<file path="src/design/f2_pkg.sv">
`default_nettype none

package f2_pkg;

    ////////////////////////////////////////////////////////////////////////////
    // CPU bus

    localparam int CPU_ADDR_W = 23;  // Word address, A23..A1

    typedef logic [CPU_ADDR_W-1:0] cpu_addr_t;
    typedef logic [15:0]           cpu_data_t;

    localparam int REGION_W = 7;  // Top address bits
    localparam logic [REGION_W-1:0] WORK_REGION = 7'h10;  // 0x200000
    localparam logic [REGION_W-1:0] IO_REGION   = 7'h18;  // 0x300000

    localparam logic [2:0] FC_IACK       = 3'b111;
    localparam logic [2:0] IRQ_VBL_LEVEL = 3'd5;
    localparam logic [2:0] IRQ_DMA_LEVEL = 3'd6;

    typedef struct packed {
        logic      as_n;
        logic      rw;    // 1 is read
        logic [1:0] ds_n; // Upper, lower
        logic [2:0] fc;
        cpu_addr_t addr;
        cpu_data_t wdata;
    } cpu_bus_t;

    ////////////////////////////////////////////////////////////////////////////
    // Work RAM and save state

    localparam int WORK_ADDR_W = 8;

    typedef logic [WORK_ADDR_W-1:0] work_addr_t;

    typedef struct packed {
        logic       valid;
        logic       we;
        logic [1:0] be_n; // Upper, lower
        work_addr_t addr;
        cpu_data_t  wdata;
    } ram_req_t;

    localparam int SS_SLOT_W  = 2;
    localparam int DDR_ADDR_W = 32;

    typedef logic [SS_SLOT_W-1:0]  ss_slot_t;
    typedef logic [DDR_ADDR_W-1:0] ddr_addr_t;

    // Slot s, word i lives at SS_BASE + s * 256 + i
    localparam ddr_addr_t SS_BASE = 32'h0010_0000;

    typedef enum logic [2:0] {
        SS_IDLE,
        SS_WAIT_BUS,
        SS_SAVE_READ,
        SS_SAVE_WRITE,
        SS_RESTORE_READ,
        SS_RESTORE_WAIT,
        SS_RESTORE_WRITE
    } ss_state_t;

endpackage

`default_nettype wire

</file>
<file path="src/design/input_ports.sv">
`timescale 1ns/1ps
`default_nettype none

module input_ports (
    input  logic       clk,
    input  logic [1:0] port_sel,
    input  logic [7:0] joystick_p1,
    input  logic [7:0] joystick_p2,
    input  logic [1:0] start,
    input  logic [7:0] dswa,
    input  logic [7:0] dswb,
    output logic [7:0] port_data
);

logic [7:0] port_bytes [4];

// Board wiring: start, buttons 6..4, then directions 0..3 reversed
function automatic logic [7:0] joy_byte(input logic st, input logic [7:0] joy);
    return {st, joy[6:4], joy[0], joy[1], joy[2], joy[3]};
endfunction

always_comb begin
    port_bytes[0] = dswa;
    port_bytes[1] = dswb;
    port_bytes[2] = joy_byte(start[0], joystick_p1);
    port_bytes[3] = joy_byte(start[1], joystick_p2);
end

always_ff @(posedge clk) begin
    port_data <= ~port_bytes[port_sel];  // Active low
end

endmodule

`default_nettype wire

</file>
<file path="src/design/irq_ctrl.sv">
`timescale 1ns/1ps
`default_nettype none

module irq_ctrl (
    input  logic       clk,
    input  logic       reset,
    input  logic       vblank_n,
    input  logic       dma_n,
    input  logic       irq_ack,
    input  logic [2:0] irq_ack_level,
    output logic [2:0] cpu_ipl_n
);

logic vbl_prev;
logic dma_prev;
logic pend_vbl;   // Level 5
logic pend_dma;   // Level 6

always_ff @(posedge clk) begin
    vbl_prev <= vblank_n;
    dma_prev <= dma_n;

    if (reset) begin
        pend_vbl <= 1'b0;
        pend_dma <= 1'b0;
    end else begin
        if (vbl_prev && !vblank_n) begin  // Falling edge
            pend_vbl <= 1'b1;
        end
        if (!dma_prev && dma_n) begin     // Rising edge
            pend_dma <= 1'b1;
        end

        // Acknowledge beats a same-cycle edge
        if (irq_ack && irq_ack_level == f2_pkg::IRQ_VBL_LEVEL) begin
            pend_vbl <= 1'b0;
        end
        if (irq_ack && irq_ack_level == f2_pkg::IRQ_DMA_LEVEL) begin
            pend_dma <= 1'b0;
        end
    end
end

always_comb begin
    if (pend_dma) begin
        cpu_ipl_n = ~f2_pkg::IRQ_DMA_LEVEL;
    end else if (pend_vbl) begin
        cpu_ipl_n = ~f2_pkg::IRQ_VBL_LEVEL;
    end else begin
        cpu_ipl_n = 3'b111;
    end
end

endmodule

`default_nettype wire

</file>
<file path="src/design/work_ram_arbiter.sv">
`timescale 1ns/1ps
`default_nettype none

module work_ram_arbiter (
    input  logic              clk,
    input  logic              reset,
    input  logic              ss_hold,

    input  f2_pkg::ram_req_t  cpu_ram_req,
    output logic              cpu_ram_grant,

    input  f2_pkg::ram_req_t  ss_ram_req,
    output logic              ss_ram_grant,

    output f2_pkg::cpu_data_t ram_rdata
);

f2_pkg::cpu_data_t mem [2**f2_pkg::WORK_ADDR_W];
f2_pkg::ram_req_t  req;

// Engine owns the RAM for the whole of ss_hold
assign cpu_ram_grant = !ss_hold && cpu_ram_req.valid;
assign ss_ram_grant  = ss_hold && ss_ram_req.valid;
assign req           = ss_hold ? ss_ram_req : cpu_ram_req;

always_ff @(posedge clk) begin
    if (req.valid) begin
        if (req.we && !reset) begin
            if (!req.be_n[1]) begin
                mem[req.addr][15:8] <= req.wdata[15:8];
            end
            if (!req.be_n[0]) begin
                mem[req.addr][7:0] <= req.wdata[7:0];
            end
        end
        ram_rdata <= mem[req.addr];  // Old data on a write
    end
end

endmodule

`default_nettype wire

</file>
<file path="src/design/save_state_engine.sv">
`timescale 1ns/1ps
`default_nettype none

module save_state_engine (
    input  logic              clk,
    input  logic              reset,
    input  logic              ss_do_save,
    input  logic              ss_do_restore,
    input  f2_pkg::ss_slot_t  ss_index,
    output logic              ss_busy,

    input  logic              bus_idle,
    output logic              ss_hold,

    output f2_pkg::ram_req_t  ss_ram_req,
    input  logic              ss_ram_grant,
    input  f2_pkg::cpu_data_t ram_rdata,

    output f2_pkg::ddr_addr_t ddr_addr,
    output f2_pkg::cpu_data_t ddr_wdata,
    output logic              ddr_read,
    output logic              ddr_write,
    input  f2_pkg::cpu_data_t ddr_rdata,
    input  logic              ddr_busy,
    input  logic              ddr_read_complete
);

f2_pkg::ss_state_t  state;
f2_pkg::ss_slot_t   slot;
f2_pkg::work_addr_t word_idx;
f2_pkg::work_addr_t ram_word;
f2_pkg::cpu_data_t  word_buf;
logic restore;
logic rd_pend;        // RAM read data arrives this cycle
logic last_word;
logic write_accept;

assign ss_busy      = state != f2_pkg::SS_IDLE;
assign ddr_addr     = f2_pkg::SS_BASE + f2_pkg::ddr_addr_t'({slot, word_idx});
assign ddr_wdata    = word_buf;
assign ddr_read     = state == f2_pkg::SS_RESTORE_READ;
assign ddr_write    = state == f2_pkg::SS_SAVE_WRITE && !rd_pend;
assign last_word    = &word_idx;
assign write_accept = ddr_write && !ddr_busy;

// Next word is fetched while the current stream write is accepted
assign ram_word = (state == f2_pkg::SS_SAVE_WRITE) ? word_idx + 1'b1 : word_idx;

always_comb begin
    ss_ram_req.valid = state == f2_pkg::SS_SAVE_READ
                    || state == f2_pkg::SS_RESTORE_WRITE
                    || (write_accept && !last_word);
    ss_ram_req.we    = state == f2_pkg::SS_RESTORE_WRITE;
    ss_ram_req.be_n  = 2'b00;
    ss_ram_req.addr  = ram_word;
    ss_ram_req.wdata = word_buf;
end

////////////////////////////////////////////////////////////////////////////
// Sequencer

always_ff @(posedge clk) begin
    if (reset) begin
        state    <= f2_pkg::SS_IDLE;
        ss_hold  <= 1'b0;
        restore  <= 1'b0;
        rd_pend  <= 1'b0;
        word_idx <= '0;
    end else begin
        rd_pend <= 1'b0;
        case (state)
            f2_pkg::SS_IDLE: begin
                if (ss_do_save || ss_do_restore) begin
                    restore  <= !ss_do_save;  // Save wins
                    word_idx <= '0;
                    state    <= f2_pkg::SS_WAIT_BUS;
                end
            end
            f2_pkg::SS_WAIT_BUS: begin
                if (bus_idle) begin
                    ss_hold <= 1'b1;
                    state   <= restore ? f2_pkg::SS_RESTORE_READ : f2_pkg::SS_SAVE_READ;
                end
            end
            f2_pkg::SS_SAVE_READ: begin
                if (ss_ram_grant) begin
                    rd_pend <= 1'b1;
                    state   <= f2_pkg::SS_SAVE_WRITE;
                end
            end
            f2_pkg::SS_SAVE_WRITE: begin
                if (write_accept) begin
                    if (last_word) begin
                        ss_hold <= 1'b0;
                        state   <= f2_pkg::SS_IDLE;
                    end else begin
                        word_idx <= ram_word;
                        if (ss_ram_grant) begin
                            rd_pend <= 1'b1;
                        end else begin
                            state <= f2_pkg::SS_SAVE_READ;
                        end
                    end
                end
            end
            f2_pkg::SS_RESTORE_READ: begin
                if (!ddr_busy) begin
                    state <= f2_pkg::SS_RESTORE_WAIT;
                end
            end
            f2_pkg::SS_RESTORE_WAIT: begin
                if (ddr_read_complete) begin
                    state <= f2_pkg::SS_RESTORE_WRITE;
                end
            end
            f2_pkg::SS_RESTORE_WRITE: begin
                if (ss_ram_grant) begin
                    if (last_word) begin
                        ss_hold <= 1'b0;
                        state   <= f2_pkg::SS_IDLE;
                    end else begin
                        word_idx <= word_idx + 1'b1;
                        state    <= f2_pkg::SS_RESTORE_READ;
                    end
                end
            end
            default: begin
                state <= f2_pkg::SS_IDLE;
            end
        endcase
    end
end

always_ff @(posedge clk) begin
    if (state == f2_pkg::SS_IDLE && (ss_do_save || ss_do_restore)) begin
        slot <= ss_index;
    end

    if (rd_pend) begin
        word_buf <= ram_rdata;
    end else if (state == f2_pkg::SS_RESTORE_WAIT && ddr_read_complete) begin
        word_buf <= ddr_rdata;
    end
end

endmodule

`default_nettype wire

</file>
<file path="src/design/cpu_bus_ctrl.sv">
`timescale 1ns/1ps
`default_nettype none

module cpu_bus_ctrl (
    input  logic              clk,
    input  logic              reset,
    input  f2_pkg::cpu_bus_t  cpu,

    output f2_pkg::cpu_data_t cpu_rdata,
    output logic              cpu_dtack_n,

    output f2_pkg::ram_req_t  cpu_ram_req,
    input  logic              cpu_ram_grant,
    input  f2_pkg::cpu_data_t ram_rdata,

    output logic [1:0]        port_sel,
    input  logic [7:0]        port_data,

    output logic              irq_ack,
    output logic [2:0]        irq_ack_level,

    output logic              bus_idle
);

logic [f2_pkg::REGION_W-1:0] region;
logic sel_iack;
logic sel_ram;
logic sel_port;
logic start;          // First cycle of a bus cycle
logic in_cycle;
logic ram_pending;    // Waiting for the arbiter
logic ram_capture;    // Granted last cycle, data on ram_rdata
logic fast_pending;   // Port, IACK or unmapped

////////////////////////////////////////////////////////////////////////////
// Decode

assign region   = cpu.addr[f2_pkg::CPU_ADDR_W-1 -: f2_pkg::REGION_W];
assign sel_iack = cpu.fc == f2_pkg::FC_IACK;
assign sel_ram  = !sel_iack && region == f2_pkg::WORK_REGION;
assign sel_port = !sel_iack && region == f2_pkg::IO_REGION;
assign start    = !cpu.as_n && !in_cycle;

assign port_sel      = cpu.addr[1:0];
assign irq_ack       = start && sel_iack && !cpu.ds_n[0];
assign irq_ack_level = cpu.addr[2:0];

always_comb begin
    cpu_ram_req.valid = ram_pending || (start && sel_ram);
    cpu_ram_req.we    = !cpu.rw;
    cpu_ram_req.be_n  = cpu.ds_n;
    cpu_ram_req.addr  = cpu.addr[f2_pkg::WORK_ADDR_W-1:0];
    cpu_ram_req.wdata = cpu.wdata;
end

assign bus_idle = !cpu_ram_req.valid && !ram_capture;

////////////////////////////////////////////////////////////////////////////
// Cycle tracking and DTACK

always_ff @(posedge clk) begin
    if (reset) begin
        in_cycle     <= 1'b0;
        cpu_dtack_n  <= 1'b1;
        ram_pending  <= 1'b0;
        ram_capture  <= 1'b0;
        fast_pending <= 1'b0;
    end else if (cpu.as_n) begin
        // Cycle over, release DTACK
        in_cycle     <= 1'b0;
        cpu_dtack_n  <= 1'b1;
        ram_pending  <= 1'b0;
        ram_capture  <= 1'b0;
        fast_pending <= 1'b0;
    end else begin
        if (start) begin
            in_cycle <= 1'b1;
        end
        ram_pending  <= cpu_ram_req.valid && !cpu_ram_grant;
        ram_capture  <= cpu_ram_grant;
        fast_pending <= start && !sel_ram;

        if (ram_capture || fast_pending) begin
            cpu_dtack_n <= 1'b0;
        end
    end
end

always_ff @(posedge clk) begin
    if (ram_capture) begin
        cpu_rdata <= ram_rdata;
    end else if (fast_pending) begin
        cpu_rdata <= sel_port ? {8'h00, port_data} : '0;  // Unmapped and IACK read 0
    end
end

endmodule

`default_nettype wire

</file>
<file path="src/design/f2_bus_core.sv">
`timescale 1ns/1ps
`default_nettype none

module f2_bus_core (
    input  logic              clk,
    input  logic              reset,

    input  f2_pkg::cpu_bus_t  cpu,
    output f2_pkg::cpu_data_t cpu_rdata,
    output logic              cpu_dtack_n,
    output logic [2:0]        cpu_ipl_n,

    input  logic              vblank_n,
    input  logic              dma_n,

    input  logic [7:0]        joystick_p1,
    input  logic [7:0]        joystick_p2,
    input  logic [1:0]        start,
    input  logic [7:0]        dswa,
    input  logic [7:0]        dswb,

    input  logic              ss_do_save,
    input  logic              ss_do_restore,
    input  f2_pkg::ss_slot_t  ss_index,
    output logic              ss_busy,

    // Memory stream
    output f2_pkg::ddr_addr_t ddr_addr,
    output f2_pkg::cpu_data_t ddr_wdata,
    output logic              ddr_read,
    output logic              ddr_write,
    input  f2_pkg::cpu_data_t ddr_rdata,
    input  logic              ddr_busy,
    input  logic              ddr_read_complete
);

f2_pkg::ram_req_t  cpu_ram_req;
f2_pkg::ram_req_t  ss_ram_req;
f2_pkg::cpu_data_t ram_rdata;
logic              cpu_ram_grant;
logic              ss_ram_grant;
logic              ss_hold;
logic              bus_idle;
logic              irq_ack;
logic [2:0]        irq_ack_level;
logic [1:0]        port_sel;
logic [7:0]        port_data;

cpu_bus_ctrl cpu_bus_ctrl (
    .clk,
    .reset,
    .cpu,
    .cpu_rdata,
    .cpu_dtack_n,
    .cpu_ram_req,
    .cpu_ram_grant,
    .ram_rdata,
    .port_sel,
    .port_data,
    .irq_ack,
    .irq_ack_level,
    .bus_idle
);

work_ram_arbiter work_ram_arbiter (
    .clk,
    .reset,
    .ss_hold,
    .cpu_ram_req,
    .cpu_ram_grant,
    .ss_ram_req,
    .ss_ram_grant,
    .ram_rdata
);

save_state_engine save_state_engine (
    .clk,
    .reset,
    .ss_do_save,
    .ss_do_restore,
    .ss_index,
    .ss_busy,
    .bus_idle,
    .ss_hold,
    .ss_ram_req,
    .ss_ram_grant,
    .ram_rdata,
    .ddr_addr,
    .ddr_wdata,
    .ddr_read,
    .ddr_write,
    .ddr_rdata,
    .ddr_busy,
    .ddr_read_complete
);

irq_ctrl irq_ctrl (
    .clk,
    .reset,
    .vblank_n,
    .dma_n,
    .irq_ack,
    .irq_ack_level,
    .cpu_ipl_n
);

input_ports input_ports (
    .clk,
    .port_sel,
    .joystick_p1,
    .joystick_p2,
    .start,
    .dswa,
    .dswb,
    .port_data
);

endmodule

`default_nettype wire

</file>
<file path="config.mk">
export PLATFORM = sky130hd
export DESIGN_NAME = f2_bus_core
export DESIGN_NICKNAME = d
export VERILOG_FILES = /design/src/design/f2_pkg.sv /design/src/design/input_ports.sv /design/src/design/irq_ctrl.sv /design/src/design/work_ram_arbiter.sv /design/src/design/save_state_engine.sv /design/src/design/cpu_bus_ctrl.sv /design/src/design/f2_bus_core.sv
export SDC_FILE = /design/constraint.sdc
export NUM_CORES = 2
export LEC_CHECK = 0
export BUFFER_PORTS_ARGS = -buffer_cell sky130_fd_sc_hd__buf_2
export CAP_MARGIN = 10
export CORE_UTILIZATION = 40
export CTS_BUF_LIST = sky130_fd_sc_hd__clkbuf_8
export CTS_CLUSTER_DIAMETER = 150
export DETAILED_ROUTE_END_ITERATION = 16
export HOLD_SLACK_MARGIN = 0.12
export PLACE_DENSITY = 0.53
export SYNTH_ARGS = -nofsm -noshare
export SYNTH_HDL_FRONTEND = slang
export SYNTH_SLANG_ARGS = --single-unit
</file>
<file path="constraint.sdc">
create_clock -name clk -period 12.2 [get_ports clk]
set_input_delay 0 -clock clk [delete_from_list [all_inputs] [get_ports clk]]
set_output_delay 0 -clock clk [all_outputs]
set_load 0.005 [all_outputs]
</file>
==> flow_metrics.tcl <==
set metrics [dict create \
    status "completed" \
    rsz0062_at_grt "no" \
    rr_worst_depth 14 \
    rows 234 \
    slowest_stage "buf_4" \
    dp_cells 14600 \
    critPathKind "reg2reg" \
    ys_types 76 \
    switchingPower_mw 13.12 \
    synthFlopType "edfxtp_1" \
    hold_depth 3 \
    worstSetupStartpointType "flop" \
    slew_headroom 0.1494 \
    cp_num_buf_inv 5 \
    sequentialPowerShare 0.441 \
    areaGrowthSynthToFinish_pct 12.13 \
    total_power_mw 38.60 \
    dieArea_sq_um 412600 \
    r2r_slack_ns 5.45 \
    max-vdd-ir-drop_mv 0.1941 \
    p_per_area_nw_per_um2 209.9 \
    fillCellCount 35130 \
    worst_pin_slew_ns 1.269 \
    fmax_mhz 148.1 \
    antenna_found_initial 26 \
    path_delay_family "buffers and inverters" \
    drt_first_iter_violations 10160 \
    via_per_inst 5.687 \
    final_nets 10090 \
    dpl_cell_area_sq_um 170600 \
    drtAntennaViolNets 0 \
    crit_arrival_ns 7.74 \
    combPwrFrac 0.277 \
    fin_area_sq_um 183900 \
    min_period_ns 6.753 \
    cap_violations 0 \
    dpl_worst_slack_ns 5.411 \
    drive_gt1_frac 0.1726 \
    grt_first_pass_wirelength_microns 645300 \
    crit_top_cell "buf_4" \
    start_util 0.4027 \
    ios 177 \
    p_clk_frac 0.282 \
    clock_insertion_delay_worst_skew_ns 1.24 \
    crit_path_end_kind "flop" \
    crit_chain "and4b_4 > a211oi_4 > buf_4 > nor2_4 > buf_12 > buf_4 > buf_4 > mux2i_1 > a2111oi_0 > o211ai_1 > nand3_1 > a21oi_1 > o2111ai_1 > dlygate4sd3_1" \
    cts_buffers 665 \
    die-height_microns 642.4 \
    ys_seq_elements 4177 \
    clock_skew_ns 0.07804 \
    drcViolationCount 0 \
    yosys_warnings 0 \
    fin_ws_ns 5.447 \
    drt_wl_total_microns 452000 \
    whs_ns 0.1798 \
    grtUsageTotal 0.2131 \
    finalCritPeriodShare 0.5536 \
    dr.pass1.iters 6 \
    syn_area_sq_um 164000 \
    port-buffer-count 144 \
    final_cells 15930 \
    p_leak_nw 59.17 \
    setup_viol 0 \
    grt_max_degree 153 \
    p_sw_frac 0.3399 \
    hold_path_end "work_ram_arbiter.mem[196][8]" \
    cts_tree "done" \
    coreArea_sq_um 407300 \
    synth_edf_count 4146 \
    die_w_microns 642.4 \
    reg2reg_from "save_state_engine.state[0]" \
    hold_class "in2reg" \
    finalSetupTns_ns 0 \
    slowest_delay_ns 0.82 \
    post-dp-hpwl_microns 261300 \
    cts_num_sinks 4177 \
    reg2reg_to "work_ram_arbiter.ram_rdata[14]" \
    grt_overflow 0 \
    hp-start "cpu[8]" \
    htree_levels 6 \
    clk_path_buf_depth 4 \
    gp_congestion 0.8308 \
    syn_inst 9509 \
    cts.clk_slew.worst_paths_ns 0.06 \
    async_reset_ff_frac 0 \
    fin_util 0.4516 \
    required_ns 13.19 \
    yosysSeqAreaShare 0.7628 \
    slew_viol_final 0 \
    avgSynthCellArea_sq_um 17.25 \
    final_hold_viol_count 0 \
    root_buffer "clkbuf_8" \
    grt_pass1_vias 89840 \
    cp_max_fo 116 \
    dr_total_vias 90590 \
    p_int_mw 25.48 \
    wl_per_cell_microns 28.37 \
]
==> registers in the layout, summed over array words and instances, names as in the netlist, 2 cells and up <==
register,flops
input_ports.port_data,8
save_state_engine.word_idx,8
save_state_engine.slot,2
work_ram_arbiter.mem,4096
cpu_bus_ctrl.cpu_rdata,16
work_ram_arbiter.ram_rdata,16
save_state_engine.ddr_wdata,16
save_state_engine.state,3
==> how the worst max path moves through the flow <==
stage | depth (start not counted) | to | from
2_1_floorplan | 6 | work_ram_arbiter.mem[0][10] | save_state_engine.ss_hold
3_3_place_gp | 13 | work_ram_arbiter.ram_rdata[15] | save_state_engine.state[0]
3_5_place_dp | 13 | work_ram_arbiter.ram_rdata[15] | save_state_engine.state[0]
4_1_cts | 14 | work_ram_arbiter.ram_rdata[14] | save_state_engine.state[0]
5_1_grt | 14 | work_ram_arbiter.ram_rdata[14] | save_state_engine.state[0]
6_report | 14 | work_ram_arbiter.ram_rdata[14] | save_state_engine.state[0]
==> cells in the final DEF, fill, tap and decap left out, types with 54 or more instances in the layout <==
master / synthesis / routed
clkinv_1: 0 / 163
a221o_1: 67 / 67
a31oi_1: 100 / 99
a22oi_1: 95 / 95
inv_1: 23 / 226
o21ai_0: 138 / 138
o22ai_1: 54 / 54
a21oi_1: 145 / 145
and3_1: 200 / 200
buf_2: 219 / 144
clkbuf_8: 0 / 675
clkinv_2: 0 / 79
o221ai_1: 56 / 56
mux2i_1: 336 / 336
nor2_1: 635 / 624
nand2_1: 1141 / 1111
edfxtp_1: 4146 / 4146
a211oi_1: 134 / 134
mux4_2: 553 / 553
nand3_1: 412 / 408
dlygate4sd3_1: 0 / 145
a311oi_1: 116 / 116
buf_4: 49 / 160
==> routing by layer <==
metal	part of all wire	up-vias	global-route usage
met3	0.078	703	0.03870
met1	0.43	47150	0.3049
met4	0.026	6	0.05734
met5	0.000091	-	0
met2	0.47	3828	0.3363
li1	-	38910	-
==> cells in the mapped netlist (all sizes together) (3+ instances only) <==
cell,count,area share
or4,4,0.00021
nor3b,3,0.00014
nand3,412,0.013
a32oi,34,0.0018
o21ai,140,0.0043
a22o,40,0.0021
o22ai,54,0.0021
a221oi,30,0.0016
o211ai,35,0.0016
nand2,1141,0.026
a211oi,135,0.0062
a311oi,116,0.0062
mux4,553,0.076
mux2i,337,0.021
a21o,3,0.00014
o221ai,56,0.0030
edfxtp,4146,0.76
a41oi,15,0.00080
and2,16,0.00061
o2111ai,32,0.0017
a221o,67,0.0041
nor4,38,0.0014
a31o,24,0.0013
dfxtp,31,0.0038
a31oi,101,0.0039
nand4b,16,0.00085
o31a,3,0.00016
o311ai,3,0.00016
clkbuf,325,0.0074
and3,200,0.0076
nand4,46,0.0018
mux2,35,0.0024
nor3,16,0.00058
o31ai,17,0.00078
a21oi,145,0.0044
buf,350,0.011
inv,23,0.00053
nor2,636,0.015
a22oi,95,0.0043
nand2b,6,0.00023
==> tightest hold or removal path: cells and delay by family <==
| family | cells | cell delay [ns] |
|---|---|---|
| buffers and inverters | 2 | 0.63 |
| muxes | 1 | 0.41 |
==> power groups by stage <==
stage                     clock, mW  combinational [mW]  sequential [mW]
after floorplan                   0                6.53             17.3
after global placement            0                10.5             17.3
after detailed placement          0                10.6             17.3
after CTS                      11.1                10.7             17.0
after global routing           11.7                11.3             17.0
final                          10.9                10.7             17.0
==> cells by family after synthesis <==
kind of cell / after synthesis / share of synthesized area
xor+xnor: 3 / 0.0001602
mux: 925 / 0.09892
buf+inv: 698 / 0.01909
flops: 4177 / 0.7628
other cells: 2 / 0.00004579
simple gates: 2545 / 0.06730
compound gates: 1157 / 0.05150
fa+ha+maj: 2 / 0.0001525
==> what timing repair did <==
item / in CTS / in global routing
setup buffers: 0 / 0
endpoints found under the hold margin: 1673 / 0
gates resized for setup: 0 / 0
hold buffers: 145 / 0
==> layout make-up <==
type                       count  area [sq um]  share of cell area
inverter                      23         86.33           0.0004694
clock buffer                 675          9290             0.05051
clock inverter               498          2527             0.01374
multi-input combinational   4654         36380              0.1978
timing repair buffer         465          3694             0.02008
tap                         5428          6792             0.03693
antenna                       10         25.02           0.0001361
sequential                  4177        125100              0.6803
Note: power is estimated with default switching activity, not from simulation.
